### src/logic/racer_video_settings.svh
// ~~~~~~~~~~~~~~~~~~~~~~~~~~~~~~~~~~~~~~~~
// raster sizes and sync windows
// interrupt spacing and memory depths
// ~~~~~~~~~~~~~~~~~~~~~~~~~~~~~~~~~~~~~~~~
`ifndef RACER_VIDEO_SETTINGS_SVH
`define RACER_VIDEO_SETTINGS_SVH

// horizontal raster, in pixels
`define RV_H_TOTAL    64
`define RV_H_VIS      48
`define RV_HS_START   52
`define RV_HS_END     56

// vertical raster, in lines
`define RV_V_TOTAL    40
`define RV_V_VIS      32
`define RV_VS_START   34
`define RV_VS_END     36

`define RV_IRQ_STEP   8
`define RV_ROAD_DEPTH 32
`define RV_PAL_DEPTH  16

`endif

### src/logic/racer_video_pkg.sv
// ~~~~~~~~~~~~~~~~~~~~~~~~~~~~~~~~~~~~~~~~
// vector types shared by the video blocks
// ~~~~~~~~~~~~~~~~~~~~~~~~~~~~~~~~~~~~~~~~
`default_nettype none

package racer_video_pkg;

    // raster counters
    typedef logic [7:0] hpos_t;
    typedef logic [7:0] vpos_t;

    // palette index, 0 means no road pixel
    typedef logic [3:0] pal_idx_t;

    // red in [4:0], green in [9:5], blue in [14:10]
    typedef logic [14:0] rgb555_t;

    // cpu side
    typedef logic [15:0] cpu_word_t;
    typedef logic [4:0] cpu_addr_t;

    // active low, bit 1 is the upper byte
    typedef logic [1:0] byte_en_t;

endpackage

`default_nettype wire

### src/logic/cpu_bus_if.sv
// ~~~~~~~~~~~~~~~~~~~~~~~~~~~~~~~~~~~~~~~~
// cpu write and read address bus shared
// by the road table and the palette
// ~~~~~~~~~~~~~~~~~~~~~~~~~~~~~~~~~~~~~~~~
`timescale 1ns/1ps
`default_nettype none

interface cpu_bus_if;

    // word address, write data, byte strobes
    racer_video_pkg::cpu_addr_t addr;
    racer_video_pkg::cpu_word_t dout;
    racer_video_pkg::byte_en_t  dswn;

    modport host (
        output addr,
        output dout,
        output dswn
    );

    // each memory has its own chip select outside the bus
    modport dev (
        input addr,
        input dout,
        input dswn
    );

endinterface

`default_nettype wire

### src/logic/video_timing_if.sv
// ~~~~~~~~~~~~~~~~~~~~~~~~~~~~~~~~~~~~~~~~
// raster position and pre-blanking
// ~~~~~~~~~~~~~~~~~~~~~~~~~~~~~~~~~~~~~~~~
`timescale 1ns/1ps
`default_nettype none

interface video_timing_if;

    racer_video_pkg::hpos_t hdump;
    racer_video_pkg::vpos_t vdump;
    // high while visible
    logic                   pre_lhbl;
    logic                   pre_lvbl;

    modport src (
        output hdump, vdump, pre_lhbl, pre_lvbl
    );

    modport sink (
        input hdump, vdump, pre_lhbl, pre_lvbl
    );

endinterface

`default_nettype wire

### src/logic/palette_mixer.sv
// ~~~~~~~~~~~~~~~~~~~~~~~~~~~~~~~~~~~~~~~~
// palette ram with cpu port
// road over sky priority, blanking delay
// and rgb output
// ~~~~~~~~~~~~~~~~~~~~~~~~~~~~~~~~~~~~~~~~
`timescale 1ns/1ps
`default_nettype none

`include "racer_video_settings.svh"

module palette_mixer (
    input  logic                       clk,
    input  logic                       rst,
    input  logic                       pxl_cen,
    input  logic                       pal_cs,
    cpu_bus_if.dev                     cpu,
    video_timing_if.sink               tim,
    input  racer_video_pkg::pal_idx_t  rd_pxl,
    output racer_video_pkg::cpu_word_t pal_dout,
    output logic                       lhbl,
    output logic                       lvbl,
    output logic [4:0]                 red,
    output logic [4:0]                 green,
    output logic [4:0]                 blue
);

    racer_video_pkg::cpu_word_t pal_ram [`RV_PAL_DEPTH];
    racer_video_pkg::pal_idx_t  cpu_idx;
    racer_video_pkg::pal_idx_t  sky_idx;
    racer_video_pkg::pal_idx_t  pxl_idx;
    racer_video_pkg::rgb555_t   colour;

    // first stage, aligned with rd_pxl
    logic [1:0] sky_band;
    logic       lhbl_d1;
    logic       lvbl_d1;

    // palette mirrors over the upper half of the cpu window
    assign cpu_idx = cpu.addr[3:0];

    always_ff @(posedge clk) begin
        if (pal_cs && !cpu.dswn[0]) begin
            pal_ram[cpu_idx][7:0] <= cpu.dout[7:0];
        end
        if (pal_cs && !cpu.dswn[1]) begin
            pal_ram[cpu_idx][15:8] <= cpu.dout[15:8];
        end
        pal_dout <= pal_ram[cpu_idx];
    end

    always_ff @(posedge clk or posedge rst) begin
        if (rst) begin
            sky_band <= '0;
            lhbl_d1  <= 1'b0;
            lvbl_d1  <= 1'b0;
        end else if (pxl_cen) begin
            sky_band <= tim.vdump[4:3];
            lhbl_d1  <= tim.pre_lhbl;
            lvbl_d1  <= tim.pre_lvbl;
        end
    end

    // road wins over sky
    assign sky_idx = {2'b00, sky_band};
    assign pxl_idx = (rd_pxl != '0) ? rd_pxl : sky_idx;

    always_ff @(posedge clk or posedge rst) begin
        if (rst) begin
            colour <= '0;
            lhbl   <= 1'b0;
            lvbl   <= 1'b0;
        end else if (pxl_cen) begin
            lhbl   <= lhbl_d1;
            lvbl   <= lvbl_d1;
            colour <= (lhbl_d1 && lvbl_d1) ? pal_ram[pxl_idx][14:0] : '0;
        end
    end

    assign red   = colour[4:0];
    assign green = colour[9:5];
    assign blue  = colour[14:10];

endmodule

`default_nettype wire

### src/logic/racer_video.sv
// ~~~~~~~~~~~~~~~~~~~~~~~~~~~~~~~~~~~~~~~~
// video subsystem top level
// timing, road layer and colour mixer
// ~~~~~~~~~~~~~~~~~~~~~~~~~~~~~~~~~~~~~~~~
`timescale 1ns/1ps
`default_nettype none

module racer_video (
    input  logic                       clk,
    input  logic                       rst,
    input  logic                       pxl_cen,
    // cpu bus
    input  logic                       road_cs,
    input  logic                       pal_cs,
    input  racer_video_pkg::cpu_addr_t cpu_addr,
    input  racer_video_pkg::cpu_word_t cpu_dout,
    input  racer_video_pkg::byte_en_t  cpu_dswn,
    output racer_video_pkg::cpu_word_t road_dout,
    output racer_video_pkg::cpu_word_t pal_dout,
    // video out
    output logic                       hs,
    output logic                       vs,
    output logic                       lhbl,
    output logic                       lvbl,
    output logic                       vint,
    output logic                       line_intn,
    output racer_video_pkg::hpos_t     hdump,
    output racer_video_pkg::vpos_t     vdump,
    output logic [4:0]                 red,
    output logic [4:0]                 green,
    output logic [4:0]                 blue
);

    cpu_bus_if      u_cpu ();
    video_timing_if u_tim ();

    racer_video_pkg::pal_idx_t rd_pxl;

    assign u_cpu.addr = cpu_addr;
    assign u_cpu.dout = cpu_dout;
    assign u_cpu.dswn = cpu_dswn;

    assign hdump = u_tim.hdump;
    assign vdump = u_tim.vdump;

    video_timing u_timing (
        .clk       ( clk       ),
        .rst       ( rst       ),
        .pxl_cen   ( pxl_cen   ),
        .tim       ( u_tim.src ),
        .hs        ( hs        ),
        .vs        ( vs        ),
        .vint      ( vint      ),
        .line_intn ( line_intn )
    );

    road_layer u_road (
        .clk       ( clk        ),
        .rst       ( rst        ),
        .pxl_cen   ( pxl_cen    ),
        .road_cs   ( road_cs    ),
        .cpu       ( u_cpu.dev  ),
        .tim       ( u_tim.sink ),
        .road_dout ( road_dout  ),
        .rd_pxl    ( rd_pxl     )
    );

    palette_mixer u_colmix (
        .clk       ( clk        ),
        .rst       ( rst        ),
        .pxl_cen   ( pxl_cen    ),
        .pal_cs    ( pal_cs     ),
        .cpu       ( u_cpu.dev  ),
        .tim       ( u_tim.sink ),
        .rd_pxl    ( rd_pxl     ),
        .pal_dout  ( pal_dout   ),
        .lhbl      ( lhbl       ),
        .lvbl      ( lvbl       ),
        .red       ( red        ),
        .green     ( green      ),
        .blue      ( blue       )
    );

endmodule

`default_nettype wire

### src/logic/road_layer.sv
// ~~~~~~~~~~~~~~~~~~~~~~~~~~~~~~~~~~~~~~~~
// road table ram with cpu port
// per pixel road index generation
// ~~~~~~~~~~~~~~~~~~~~~~~~~~~~~~~~~~~~~~~~
`timescale 1ns/1ps
`default_nettype none

`include "racer_video_settings.svh"

module road_layer (
    input  logic                       clk,
    input  logic                       rst,
    input  logic                       pxl_cen,
    input  logic                       road_cs,
    cpu_bus_if.dev                     cpu,
    video_timing_if.sink               tim,
    output racer_video_pkg::cpu_word_t road_dout,
    output racer_video_pkg::pal_idx_t  rd_pxl
);

    localparam racer_video_pkg::pal_idx_t EDGE_IDX = 4'd10;
    localparam racer_video_pkg::pal_idx_t EVEN_IDX = 4'd8;
    localparam racer_video_pkg::pal_idx_t ODD_IDX  = 4'd9;
    // kerb width in pixels
    localparam logic signed [9:0] EDGE_W = 10'sd2;

    racer_video_pkg::cpu_word_t road_ram [`RV_ROAD_DEPTH];
    racer_video_pkg::cpu_addr_t line_addr;
    racer_video_pkg::cpu_word_t line_word;
    racer_video_pkg::pal_idx_t  pxl_nxt;

    logic signed [9:0] centre;
    logic signed [9:0] half_w;
    logic signed [9:0] hpos;
    logic signed [9:0] left;
    logic signed [9:0] right;
    logic              on_road;
    logic              on_edge;

    // cpu side, byte lanes
    always_ff @(posedge clk) begin
        if (road_cs && !cpu.dswn[0]) begin
            road_ram[cpu.addr][7:0] <= cpu.dout[7:0];
        end
        if (road_cs && !cpu.dswn[1]) begin
            road_ram[cpu.addr][15:8] <= cpu.dout[15:8];
        end
        road_dout <= road_ram[cpu.addr];
    end

    // video side, one word per visible line
    assign line_addr = tim.vdump[4:0];
    assign line_word = road_ram[line_addr];

    assign centre = $signed({2'b00, line_word[7:0]});
    assign half_w = $signed({2'b00, line_word[15:8]});
    assign hpos   = $signed({2'b00, tim.hdump});
    assign left   = centre - half_w;
    assign right  = centre + half_w;

    assign on_road = (hpos >= left) && (hpos < right);
    assign on_edge = (hpos < left + EDGE_W) || (hpos >= right - EDGE_W);

    always_comb begin
        if (!on_road) begin
            pxl_nxt = '0;
        end else if (on_edge) begin
            pxl_nxt = EDGE_IDX;
        end else begin
            // stripes alternate every two lines
            pxl_nxt = tim.vdump[1] ? ODD_IDX : EVEN_IDX;
        end
    end

    always_ff @(posedge clk or posedge rst) begin
        if (rst) begin
            rd_pxl <= '0;
        end else if (pxl_cen) begin
            rd_pxl <= pxl_nxt;
        end
    end

endmodule

`default_nettype wire

### src/logic/video_timing.sv
// ~~~~~~~~~~~~~~~~~~~~~~~~~~~~~~~~~~~~~~~~
// raster counters, sync and blanking
// vertical and line interrupts
// ~~~~~~~~~~~~~~~~~~~~~~~~~~~~~~~~~~~~~~~~
`timescale 1ns/1ps
`default_nettype none

`include "racer_video_settings.svh"

module video_timing (
    input  logic         clk,
    input  logic         rst,
    input  logic         pxl_cen,
    video_timing_if.src  tim,
    output logic         hs,
    output logic         vs,
    output logic         vint,
    output logic         line_intn
);

    racer_video_pkg::hpos_t hcnt;
    racer_video_pkg::vpos_t vcnt;
    racer_video_pkg::hpos_t h_nxt;
    racer_video_pkg::vpos_t v_nxt;
    logic                   lhbl_nxt;
    logic                   lvbl_nxt;
    logic                   irq_line;

    // counter values after the next pixel step
    always_comb begin
        h_nxt = hcnt + 8'd1;
        v_nxt = vcnt;
        if (hcnt == `RV_H_TOTAL - 1) begin
            h_nxt = '0;
            v_nxt = (vcnt == `RV_V_TOTAL - 1) ? '0 : vcnt + 8'd1;
        end
    end

    assign lhbl_nxt = h_nxt < `RV_H_VIS;
    assign lvbl_nxt = v_nxt < `RV_V_VIS;

    // lines 8, 16, 24 but not line 0
    assign irq_line = (vcnt != '0) && (vcnt < `RV_V_VIS) && ((vcnt % `RV_IRQ_STEP) == 0);

    always_ff @(posedge clk or posedge rst) begin
        if (rst) begin
            hcnt <= '0;
            vcnt <= '0;
        end else if (pxl_cen) begin
            hcnt <= h_nxt;
            vcnt <= v_nxt;
        end
    end

    assign tim.hdump    = hcnt;
    assign tim.vdump    = vcnt;
    assign tim.pre_lhbl = hcnt < `RV_H_VIS;
    assign tim.pre_lvbl = vcnt < `RV_V_VIS;

    assign hs = (hcnt >= `RV_HS_START) && (hcnt < `RV_HS_END);
    assign vs = (vcnt >= `RV_VS_START) && (vcnt < `RV_VS_END);

    // edges are taken on the step itself, not one pixel late
    always_ff @(posedge clk or posedge rst) begin
        if (rst) begin
            vint      <= 1'b0;
            line_intn <= 1'b1;
        end else begin
            vint <= pxl_cen && tim.pre_lvbl && !lvbl_nxt;
            if (pxl_cen) begin
                if (tim.pre_lhbl && !lhbl_nxt && irq_line) begin
                    line_intn <= 1'b0;
                end
                // released at the start of the next visible line
                if (!tim.pre_lhbl && lhbl_nxt) begin
                    line_intn <= 1'b1;
                end
            end
        end
    end

endmodule

`default_nettype wire

### config.mk
export PLATFORM = sky130hd
export DESIGN_NAME = racer_video
export DESIGN_NICKNAME = d
export VERILOG_FILES = /design/src/logic/racer_video_pkg.sv /design/src/logic/cpu_bus_if.sv /design/src/logic/video_timing_if.sv /design/src/logic/palette_mixer.sv /design/src/logic/racer_video.sv /design/src/logic/road_layer.sv /design/src/logic/video_timing.sv
export VERILOG_INCLUDE_DIRS = /design/src /design/src/logic
export SDC_FILE = /design/constraint.sdc
export NUM_CORES = 1
export LEC_CHECK = 0
export ABC_AREA = 1
export BUFFER_PORTS_ARGS = -buffer_cell sky130_fd_sc_hd__buf_2
export CELL_PAD_IN_SITES_DETAIL_PLACEMENT = 0
export CELL_PAD_IN_SITES_GLOBAL_PLACEMENT = 1
export CORE_ASPECT_RATIO = 1.1
export CORE_MARGIN = 2
export CORE_UTILIZATION = 40
export CTS_CLUSTER_DIAMETER = 60
export DETAILED_ROUTE_END_ITERATION = 8
export PLACE_DENSITY = 0.73
export SYNTH_ARGS = -nofsm -noshare
export SYNTH_HDL_FRONTEND = slang
export SYNTH_SLANG_ARGS = --single-unit
### constraint.sdc
create_clock -name clk -period 11.9 [get_ports clk]
set_input_delay 1.19 -clock clk [delete_from_list [all_inputs] [get_ports clk]]
set_output_delay 1.19 -clock clk [all_outputs]
set_load 0.02 [all_outputs]
Word-level counts from Yosys, hierarchy flattened --
Memory sizes are Yosys's and may differ from the RTL's. A register that Yosys moved wholly into a read port is not among the register bits. Cells that the tools add are included.
Storage, ports and cells: output and inout port bits 69, RAM bits 768, register bits after elaboration 43, memories kept 2
Cells by class: reductions and logical operators 26, order comparisons 12, equality and inequality tests 2, mux-type cells 18, add/subtract/negate cells 6
Memories:
- u_road.road_ram | depth 32, bits a word 16, read ports 2, clocked after Yosys merged registers in 1, write ports 1, RTL line road_layer.sv:27 | racer_video_pkg::cpu_word_t road_ram [`RV_ROAD_DEPTH];
- u_colmix.pal_ram | depth 16, bits a word 16, read ports 2, clocked after Yosys merged registers in 1, write ports 1, RTL line palette_mixer.sv:27 | racer_video_pkg::cpu_word_t pal_ram [`RV_PAL_DEPTH];
Operators with widths (count):
- < comparator 8 x 6 -> 1 bit, second input constant | 6
- zero test 32 bit | 1
- 2-to-1 mux 8 bit | 3
- greater-or-equal comparator 9 x 10 -> 1 bit | 2
- < comparator 9 x 10 -> 1 bit | 2
- adder 8 x 1 -> 8 bit, second input constant | 2
- equality test 8 x 6 -> 1 bit, second input constant | 2
- greater-or-equal comparator 8 x 6 -> 1 bit, second input constant | 2
- logical AND 1 bit | 15
- 2-to-1 mux 15 bit | 1
- 2-to-1 mux 4 bit | 3
- 2-to-1 mux 1 bit | 11
- adder 10 x 3 -> 10 bit, second input constant | 1
- subtractor 10 x 3 -> 10 bit, second input constant | 1
- adder 8 x 8 -> 9 bit | 1
- subtractor 8 x 8 -> 9 bit | 1
- nonzero test 8 bit | 1
- zero test 1 bit | 5
- nonzero test 4 bit | 1
- AND reduction 2 bit | 1
- nonzero test 2 bit | 1
- logical OR 1 bit | 1

Longest topological paths before layout --
Gate-level depths: netlist of the first run.
depth after elaboration 8, gate-level depth with buffers 32

Hierarchy --
From an unflattened synthesis of the first run, not the netlist that was laid out.
Unflattened totals: cells, all modules 4073, area total of the unflattened synthesis 41441.0 sq um
Modules (own cells, without submodules):
- road_layer | instances 1, cells an instance 2555, area each 26648.1 sq um
- palette_mixer | instances 1, cells an instance 1372, area each 13673.1 sq um
- video_timing | instances 1, cells an instance 146, area each 1119.8 sq um

Worst setup path after synthesis of the first run --
Ideal clock, no wire load.
kind register -> register, from register u_timing.vcnt[0] (netlist: u_timing.tim.vdump[0]), to register u_road.rd_pxl[0], arrival time 4188 ps, stages on the path, launching flop included 30, data required time 11784 ps, slack 7595 ps, cell sequence dfrtp_1 buf_4 inv_2 buf_2 clkbuf_1 nor2_1 o221ai_1 o211ai_1 nand2_1 o21ai_1 inv_1 ha_1 inv_1 fa_1 xor2_1 ha_1 inv_1 nor3_1 xor2_1 ha_1 nand2_1 o21bai_1 o211ai_1 nand2_1 nand2_1 nand2_1 nand3_1 nor2_1 nand2_1 nand2_1
Between the ends: word-level cells in the longest chain between the ends 7
RTL lines:
- from (decl) | RTL line video_timing.sv:22 | racer_video_pkg::vpos_t vcnt;
- from (signal assigned) | RTL line video_timing.sv:51 | vcnt <= v_nxt;
- memory (32 x 16 bit) *
- subtractor 8 x 8 -> 9 bit / adder 8 x 8 -> 9 bit (equally long branches) | RTL line road_layer.sv:58, road_layer.sv:59
- adder 10 x 3 -> 10 bit / subtractor 10 x 3 -> 10 bit (equally long branches) | RTL line road_layer.sv:62 | assign on_edge = (hpos < left + EDGE_W) || (hpos >= right - EDGE_W);
- < comparator 9 x 10 -> 1 bit / greater-or-equal comparator 9 x 10 -> 1 bit (equally long branches) | RTL line road_layer.sv:62
- logical OR 1 bit | RTL line road_layer.sv:62
- 2-to-1 mux 4 bit | RTL line road_layer.sv:67 | end else if (on_edge) begin
- 2-to-1 mux 4 bit * | RTL line road_layer.sv:65 | if (!on_road) begin
- to (signal assigned) | RTL line road_layer.sv:79 | rd_pxl <= pxl_nxt;
- to (decl) | RTL line road_layer.sv:18 | output racer_video_pkg::pal_idx_t rd_pxl
Mark *: on every way between the ends. The rest lies on a longest branch, timed or not. A chain may end at the register's enable or synchronous reset.

Final worst setup path of the first run --
from register u_timing.vcnt[1] (netlist: u_timing.tim.vdump[1]), to register u_road.rd_pxl[0]
Between the ends: word-level cells in the longest chain between the ends 7
RTL lines (RTL line):
- memory (32 x 16 bit)
- subtractor 8 x 8 -> 9 bit / adder 8 x 8 -> 9 bit (equally long branches) | road_layer.sv:58, road_layer.sv:59
- adder 10 x 3 -> 10 bit / subtractor 10 x 3 -> 10 bit (equally long branches) | road_layer.sv:62
- < comparator 9 x 10 -> 1 bit / greater-or-equal comparator 9 x 10 -> 1 bit (equally long branches) | road_layer.sv:62
- logical OR 1 bit | road_layer.sv:62
- 2-to-1 mux 4 bit | road_layer.sv:67
- 2-to-1 mux 4 bit * | road_layer.sv:65
Marked as above.

==> results of run 1 <==
-- synth_stat cells (all sizes together) --
master / number / area [sq um]
a211oi: 2 / 15.0
edfxtp: 768 / 23100
a41oi: 6 / 52.6
o21bai: 4 / 30.0
ha: 49 / 613
dfxtp: 32 / 641
a31o: 1 / 8.76
inv: 164 / 616
o211ai: 81 / 608
o31ai: 5 / 42.5
a21oi: 127 / 636
a31oi: 5 / 31.3
clkbuf: 133 / 500
fa: 2 / 40.0
nor3: 102 / 527
nand4: 20 / 125
o22ai: 59 / 369
o2111ai: 2 / 17.5
a22o: 14 / 123
dfrtp: 41 / 1030
o21ai: 294 / 1470
xnor2: 4 / 35.0
a21boi: 21 / 158
a2111oi: 10 / 87.6
nor2: 340 / 1290
nand3: 82 / 410
xor2: 18 / 165
a22oi: 340 / 2550
a221oi: 12 / 105
a2111o: 16 / 180
nand2: 445 / 1680
a32o: 1 / 10.0
dfstp: 1 / 26.3
clkinv: 2 / 7.51
o221ai: 42 / 368
and2: 1 / 6.26
nor4: 15 / 93.8
buf: 115 / 597
mux2i: 32 / 320
o41ai: 2 / 17.5
-- cell type report --
type	count	area [sq um]
clock buffer	108	2410
timing repair buffer	183	1170
fill	8706	52200
inverter	166	639
tap	1270	1590
multi-input combinational	2154	12300
sequential	842	24800
antenna	2	5.00
clock inverter	58	598
-- power breakdown --
| part | switching (mW) | internal [mW] |
|---|---|---|
| Combinational | 0.801 | 0.350 |
| Clock | 1.20 | 1.67 |
| Sequential | 0.0855 | 3.31 |
-- routing by layer --
layer / vias to the layer above / share of wire
li1: 12900 / -
met1: 14300 / 0.40
met2: 1420 / 0.47
met3: 273 / 0.089
met4: 2 / 0.044
met5: - / 0.00010
-- per-stage QoR --
step,area [sq um],util,std cells
after detailed placement,40500,0.423,4615
after global placement,40500,0.423,4615
final,43500,0.454,4783
after global routing,43500,0.454,4781
after floorplan,38700,-,3410
after CTS,43500,0.454,4781
-- worst max-delay path by stage --
stage	start	endpoint	slack, ps	depth (start not counted)
after floorplan	u_timing.tim.vdump[0]$_DFFE_PP0P_	u_road.rd_pxl[0]$_DFFE_PP0P_	7600	29
after global placement	u_timing.tim.vdump[1]$_DFFE_PP0P_	u_road.rd_pxl[0]$_DFFE_PP0P_	5810	29
after detailed placement	u_timing.tim.vdump[1]$_DFFE_PP0P_	u_road.rd_pxl[0]$_DFFE_PP0P_	5810	27
after CTS	u_timing.tim.vdump[1]$_DFFE_PP0P_	u_road.rd_pxl[0]$_DFFE_PP0P_	5820	27
after global routing	u_timing.tim.vdump[1]$_DFFE_PP0P_	u_road.rd_pxl[0]$_DFFE_PP0P_	5250	29
final	u_timing.tim.vdump[1]$_DFFE_PP0P_	u_road.rd_pxl[0]$_DFFE_PP0P_	5670	29
-- tightest hold or removal path, delay by kind of cell, from the launching register on --
kind	cells	cell delay, ps
flip-flops	1	340
AND/OR/NAND/NOR	2	100
-- cells by family after synthesis --
logic type	count (synthesis)	share of synthesized area
buffers and inverters	414	0.0445
and+or+nand+nor	1005	0.107
xor gates and xnor gates	22	0.00518
AOI/OAI and AO/OA	1044	0.178
adders and majority gates	51	0.0169
muxes	32	0.00828
DFF	842	0.640
-- registers in the layout, indices dropped and copies added, names as in the netlist --
name	count
u_road.road_ram	512
u_colmix.pal_ram	256
u_colmix.pal_dout	16
u_road.road_dout	16
u_colmix.colour	15
u_timing.tim.hdump	8
u_timing.tim.vdump	8
u_road.rd_pxl	3
u_colmix.sky_band	2
u_colmix.lhbl	1
u_colmix.lhbl_d1	1
u_colmix.lvbl	1
u_colmix.lvbl_d1	1
u_timing.line_intn	1
u_timing.vint	1
==> key figures, run 1 <==
Clock network
  • Clock latency at the later pin of the worst-skew pair: 660 ps
  • Sinks on Clock Net: 842
  • Resized cells post-CTS: 0
  • CTS tree: done
  • CTS Buffer Depth: 3
  • CTS Buf Count: 90
  • Number of setup buffers added after CTS: 0
  • Htree depth: 3
  • Root Buffer: clkbuf_16
  • Clock transition at path regs: 60 ps
  • Hold buffer count at cts: 0

Yosys
  • Seq/Total Area, Yosys: 0.640
  • Post-synth cell types: 53
  • Yosys reg bits: 842
  • Synth warn: 0
  • Syn Nets: 3489
  • Syn Area/Cell: 11.3 sq um
  • Post-synthesis cell area: 38700 sq um
  • Gate Count Post-Synth: 3410

Setup path
  • Flop2flop setup slack: 5670 ps
  • Worst path max stage delay: 790 ps
  • Critical Path RT: 12460 ps
  • CP max stage cell: buf_4
  • Crit Path Max Fanout: 70
  • CP delay by family, top: buffers and inverters
  • Reg2reg end: u_road.rd_pxl[0]$_DFFE_PP0P_
  • Critical path endpoint category: flop
  • Most used cell, CP: nand2_1
  • Worst R2R Start: u_timing.tim.vdump[1]$_DFFE_PP0P_
  • Crit Path Class: reg2reg
  • Worst path buffer plus inverter count: 4
  • CP Launch Type: flop
  • R2R cell count: 29
  • Critical path arrival: 6790 ps

Timing
  • Setup WS post-layout: 5670 ps
  • Min Hold Slack: 468 ps
  • Period utilisation layout: 0.524
  • Slew HR: 0.109
  • Clk_skew: 21.8 ps
  • FMAX: 160 MHz
  • Slew Limit Fails: 0
  • Actual slew at the worst max-slew pin: 1330 ps
  • TNS Setup: 0 ps
  • Setup violators final: 0
  • RSZ-0062 raised after global routing: no
  • Final min period: 6230 ps
  • Fin. Hold Viols: 0

Pwr
  • Pwr dens: 170 nW/um^2
  • Leak: 15.2 nW
  • Pwr Total: 7.42 mW
  • Peak VDD IR: 0.160 mV

Worst hold path
  • WHS Path Cells: 2
  • Hold wc startpoint: u_colmix.lhbl$_DFFE_PP0P_
  • Worst Hold Class: reg2reg
  • Min-Delay Endpoint: u_colmix.lhbl$_DFFE_PP0P_

Placed design
  • Placer Congestion: 0.857
  • Dpl hpwl: 76600 um
  • IO buf count: 96
  • Pre-CTS setup slack: 5810 ps

GRT
  • Largest net degree at the start of global routing: 178
  • Met3 global-route usage: 0.0457
  • Met1 Resource Use GR: 0.336
  • First-pass GRT wire length: 186000 um
  • Vias in the first global route: 27700
  • GRT busiest layer: met2
  • Total congestion overflow: 0
  • Initial antenna violation count: 1
  • GR Layer Usage met2: 0.406
  • GRT Overall Usage: 0.253

Floorplan
  • Core region area: 95700 sq um
  • Row cnt: 119
  • DIE AREA: 99200 sq um
  • Initial Util: 0.404
  • Die Wd: 300 um
  • I/O pins: 97
  • Die Y: 330 um

Route
  • Drt drc: 0
  • Initial DRC count: 3287
  • Routed Antenna Nets: 0
  • Total Wirelength: 128000 um
  • Drt wl/cell: 26.7 um
  • Vias per cell: 6.05
  • Vias: 28900
  • Pre-antenna DRT Iters: 6

Job
  • Max Cap Viol: 0

Final layout
  • Most frequent cells in the layout: 768 x edfxtp_1, 441 x nand2_1, 340 x a22oi_1, 331 x nor2_1, 282 x o21ai_0
  • Area growth from synthesis to layout: 12.5%
  • Commonest non-fill, non-tap cell in the layout: edfxtp_1
  • Ratio of cells with drive above 1 in the final layout: 0.105
  • # nets final: 3516

Status
  • Outcome: completed
No activity file was read; power rests on OpenSTA's default activity.
==> inputs of run 2 (changes only) <==
clock period = 5.74 ns   (was 11.9 ns; I/O delays follow)
==> run 2 against run 1 <==
Effect of this change: critical path depth fell by 3; sequential share of layout area fell by 0.39 points; sequential cell count did not move; hold slack got worse by 350 ps; via count rose by 1.1%; clock power rose by 100%; critical endpoint unchanged; register-to-register slack got worse by 5200 ps; power rose by 110%; count of clock-buffer cells in the layout rose by 5; clock skew rose by 8.4 ps; first-iteration DRC count rose by 23%.
==> key figures, run 2 (same netlist as run 1, synthesis figures left out) <==
Pwr
  • Net Switching: 4.33 mW
  • Clk pwr share: 0.380
  • Net Sw Frac: 0.285
  • Pwr Total: 15.2 mW
  • Combinational power share: 0.159
  • Register share of total power: 0.461
  • Peak VDD IR: 0.263 mV
  • Pwr dens: 348 nW/um^2
  • Internal: 10.9 mW
  • Leak: 15.4 nW

Timing
  • Fin. Hold Viols: 0
  • RSZ-0062 raised after global routing: no
  • TNS Setup: 0 ps
  • Final min period: 5250 ps
  • Clk_skew: 30.1 ps
  • Setup violators final: 0
  • Slew Limit Fails: 0
  • Min Hold Slack: 117 ps
  • Slew HR: 0.217
  • Period utilisation layout: 0.915
  • Actual slew at the worst max-slew pin: 1160 ps
  • FMAX: 190 MHz

Placed design
  • Dpl hpwl: 79400 um
  • Placer Congestion: 0.883
  • IO buf count: 96
  • Dpl cell area: 40800 sq um

Worst hold path
  • Worst Hold Class: in2async

Clock network
  • CTS Buf Count: 90
  • Clock transition at path regs: 60 ps
  • CTS tree: done
  • Resized cells post-CTS: 0
  • CTS Buffer Depth: 3
  • Root Buffer: clkbuf_16
  • Number of setup buffers added after CTS: 0
  • Clock latency at the later pin of the worst-skew pair: 670 ps
  • Sinks on Clock Net: 842
  • Htree depth: 3
  • Hold buffer count at cts: 0

Final layout
  • Most frequent cells in the layout: 768 x edfxtp_1, 441 x nand2_1, 340 x a22oi_1, 331 x nor2_1, 282 x o21ai_0
  • Largest reg by FF count: u_road.road_ram
  • Post-route cell area: 43800 sq um
  • Largest registers: u_road.road_ram: 512 flops, u_colmix.pal_ram: 256 flops
  • Largest register FFs: 512
  • Commonest non-fill, non-tap cell in the layout: edfxtp_1
  • # nets final: 3553
  • Area growth from synthesis to layout: 13.3%
  • Ratio of cells with drive above 1 in the final layout: 0.115

Setup path
  • Worst path max stage delay: 610 ps
  • Crit Path Max Fanout: 22
  • CP max stage cell: dfrtp_4
  • Critical path arrival: 5790 ps
  • CP Launch Type: flop
  • Critical Path RT: 6280 ps
  • Crit Path Class: reg2reg
  • Critical path endpoint category: flop

Floorplan
  • I/O pins: 97
  • Initial Util: 0.404
  • Core region area: 95700 sq um
  • Die Y: 330 um
  • Row cnt: 119
  • Die Wd: 300 um
  • DIE AREA: 99200 sq um

Route
  • Drt drc: 0
  • Pre-antenna DRT Iters: 6
  • Drt wl/cell: 26.6 um
  • Routed Antenna Nets: 0
  • Total Wirelength: 128000 um
  • Vias per cell: 6.06
  • Initial DRC count: 4045
  • Vias: 29200

GRT
  • GRT Overall Usage: 0.253
  • Largest net degree at the start of global routing: 134
  • Vias in the first global route: 27600
  • First-pass GRT wire length: 186000 um
  • Total congestion overflow: 0
  • Initial antenna violation count: 5

Job
  • Max Cap Viol: 0

Status
  • Outcome: completed
==> run 2: cell types whose count changed in the layout (fill, tap and decap cells not counted), sizes merged <==
cell      delta
buf         +37
bufinv       -6
clkbuf       +5
clkinv       +1
clkinvlp     +3
inv          -1
==> run 2: power groups by stage <==
stage	clock [mW]	combinational [mW]	sequential, mW
finish	5.78	2.43	7.02
global route	6.07	2.65	7.04
CTS	5.84	2.41	7.02
detailed placement	0	2.41	7.15
global placement	0	2.41	7.14
floorplan	0	1.46	7.19
==> run 2: final timing paths <==
kind / to / from / slack, ps / cells after the start
max in group asynchronous: u_timing.tim.vdump[1]$_DFFE_PP0P_ / rst / 5080 / 3
hold reg to reg: u_colmix.lhbl$_DFFE_PP0P_ / u_colmix.lhbl$_DFFE_PP0P_ / 470 / 2
hold / removal: u_timing.vint$_DFF_PP0_ / rst / 120 / 3
min in group clk: u_timing.tim.hdump[1]$_DFFE_PP0P_ / pxl_cen / 350 / 3
setup reg to reg: u_road.rd_pxl[0]$_DFFE_PP0P_ / u_timing.tim.vdump[1]$_DFFE_PP0P_ / 490 / 26
setup / recovery: u_road.rd_pxl[0]$_DFFE_PP0P_ / u_timing.tim.vdump[1]$_DFFE_PP0P_ / 490 / 26
==> run 2: final cells by class <==
type	count	area, sq um
Antenna cell	2	5.00
Clock inverter	55	447
Inverter	166	639
Clock buffer	113	2500
Sequential cell	842	24800
Timing Repair Buffer	220	1550
Tap cell	1270	1590
Fill cell	8650	51900
Multi-Input combinational cell	2154	12300
==> run 2: through the flow <==
step,worst slack [ps],util,cells
floorplan,1440,-,3410
global placement,608,0.427,4652
detailed placement,586,0.427,4652
CTS,562,0.457,4820
global route,133,0.457,4820
finish,487,0.457,4822
==> run 2: metal layers <==
layer  vias to the layer above  part of all wire  track usage
met2                      1475              0.46        0.403
met3                       237             0.089       0.0410
li1                      12900                 -            -
met1                     14600              0.41        0.349
met4                         2             0.037       0.0950
met5                         -          0.000086            0
==> run 2: critical path: cells and delay by family (launching register included) <==
kind                     cells  cell delay [ps]
XOR/XNOR                     2              370
buffers and inverters        4              910
AND/OR/NAND/NOR             12             1050
adder cells (fa/ha/maj)      4             1260
flip-flops                   1              610
AO/OA/AOI/OAI                4              940
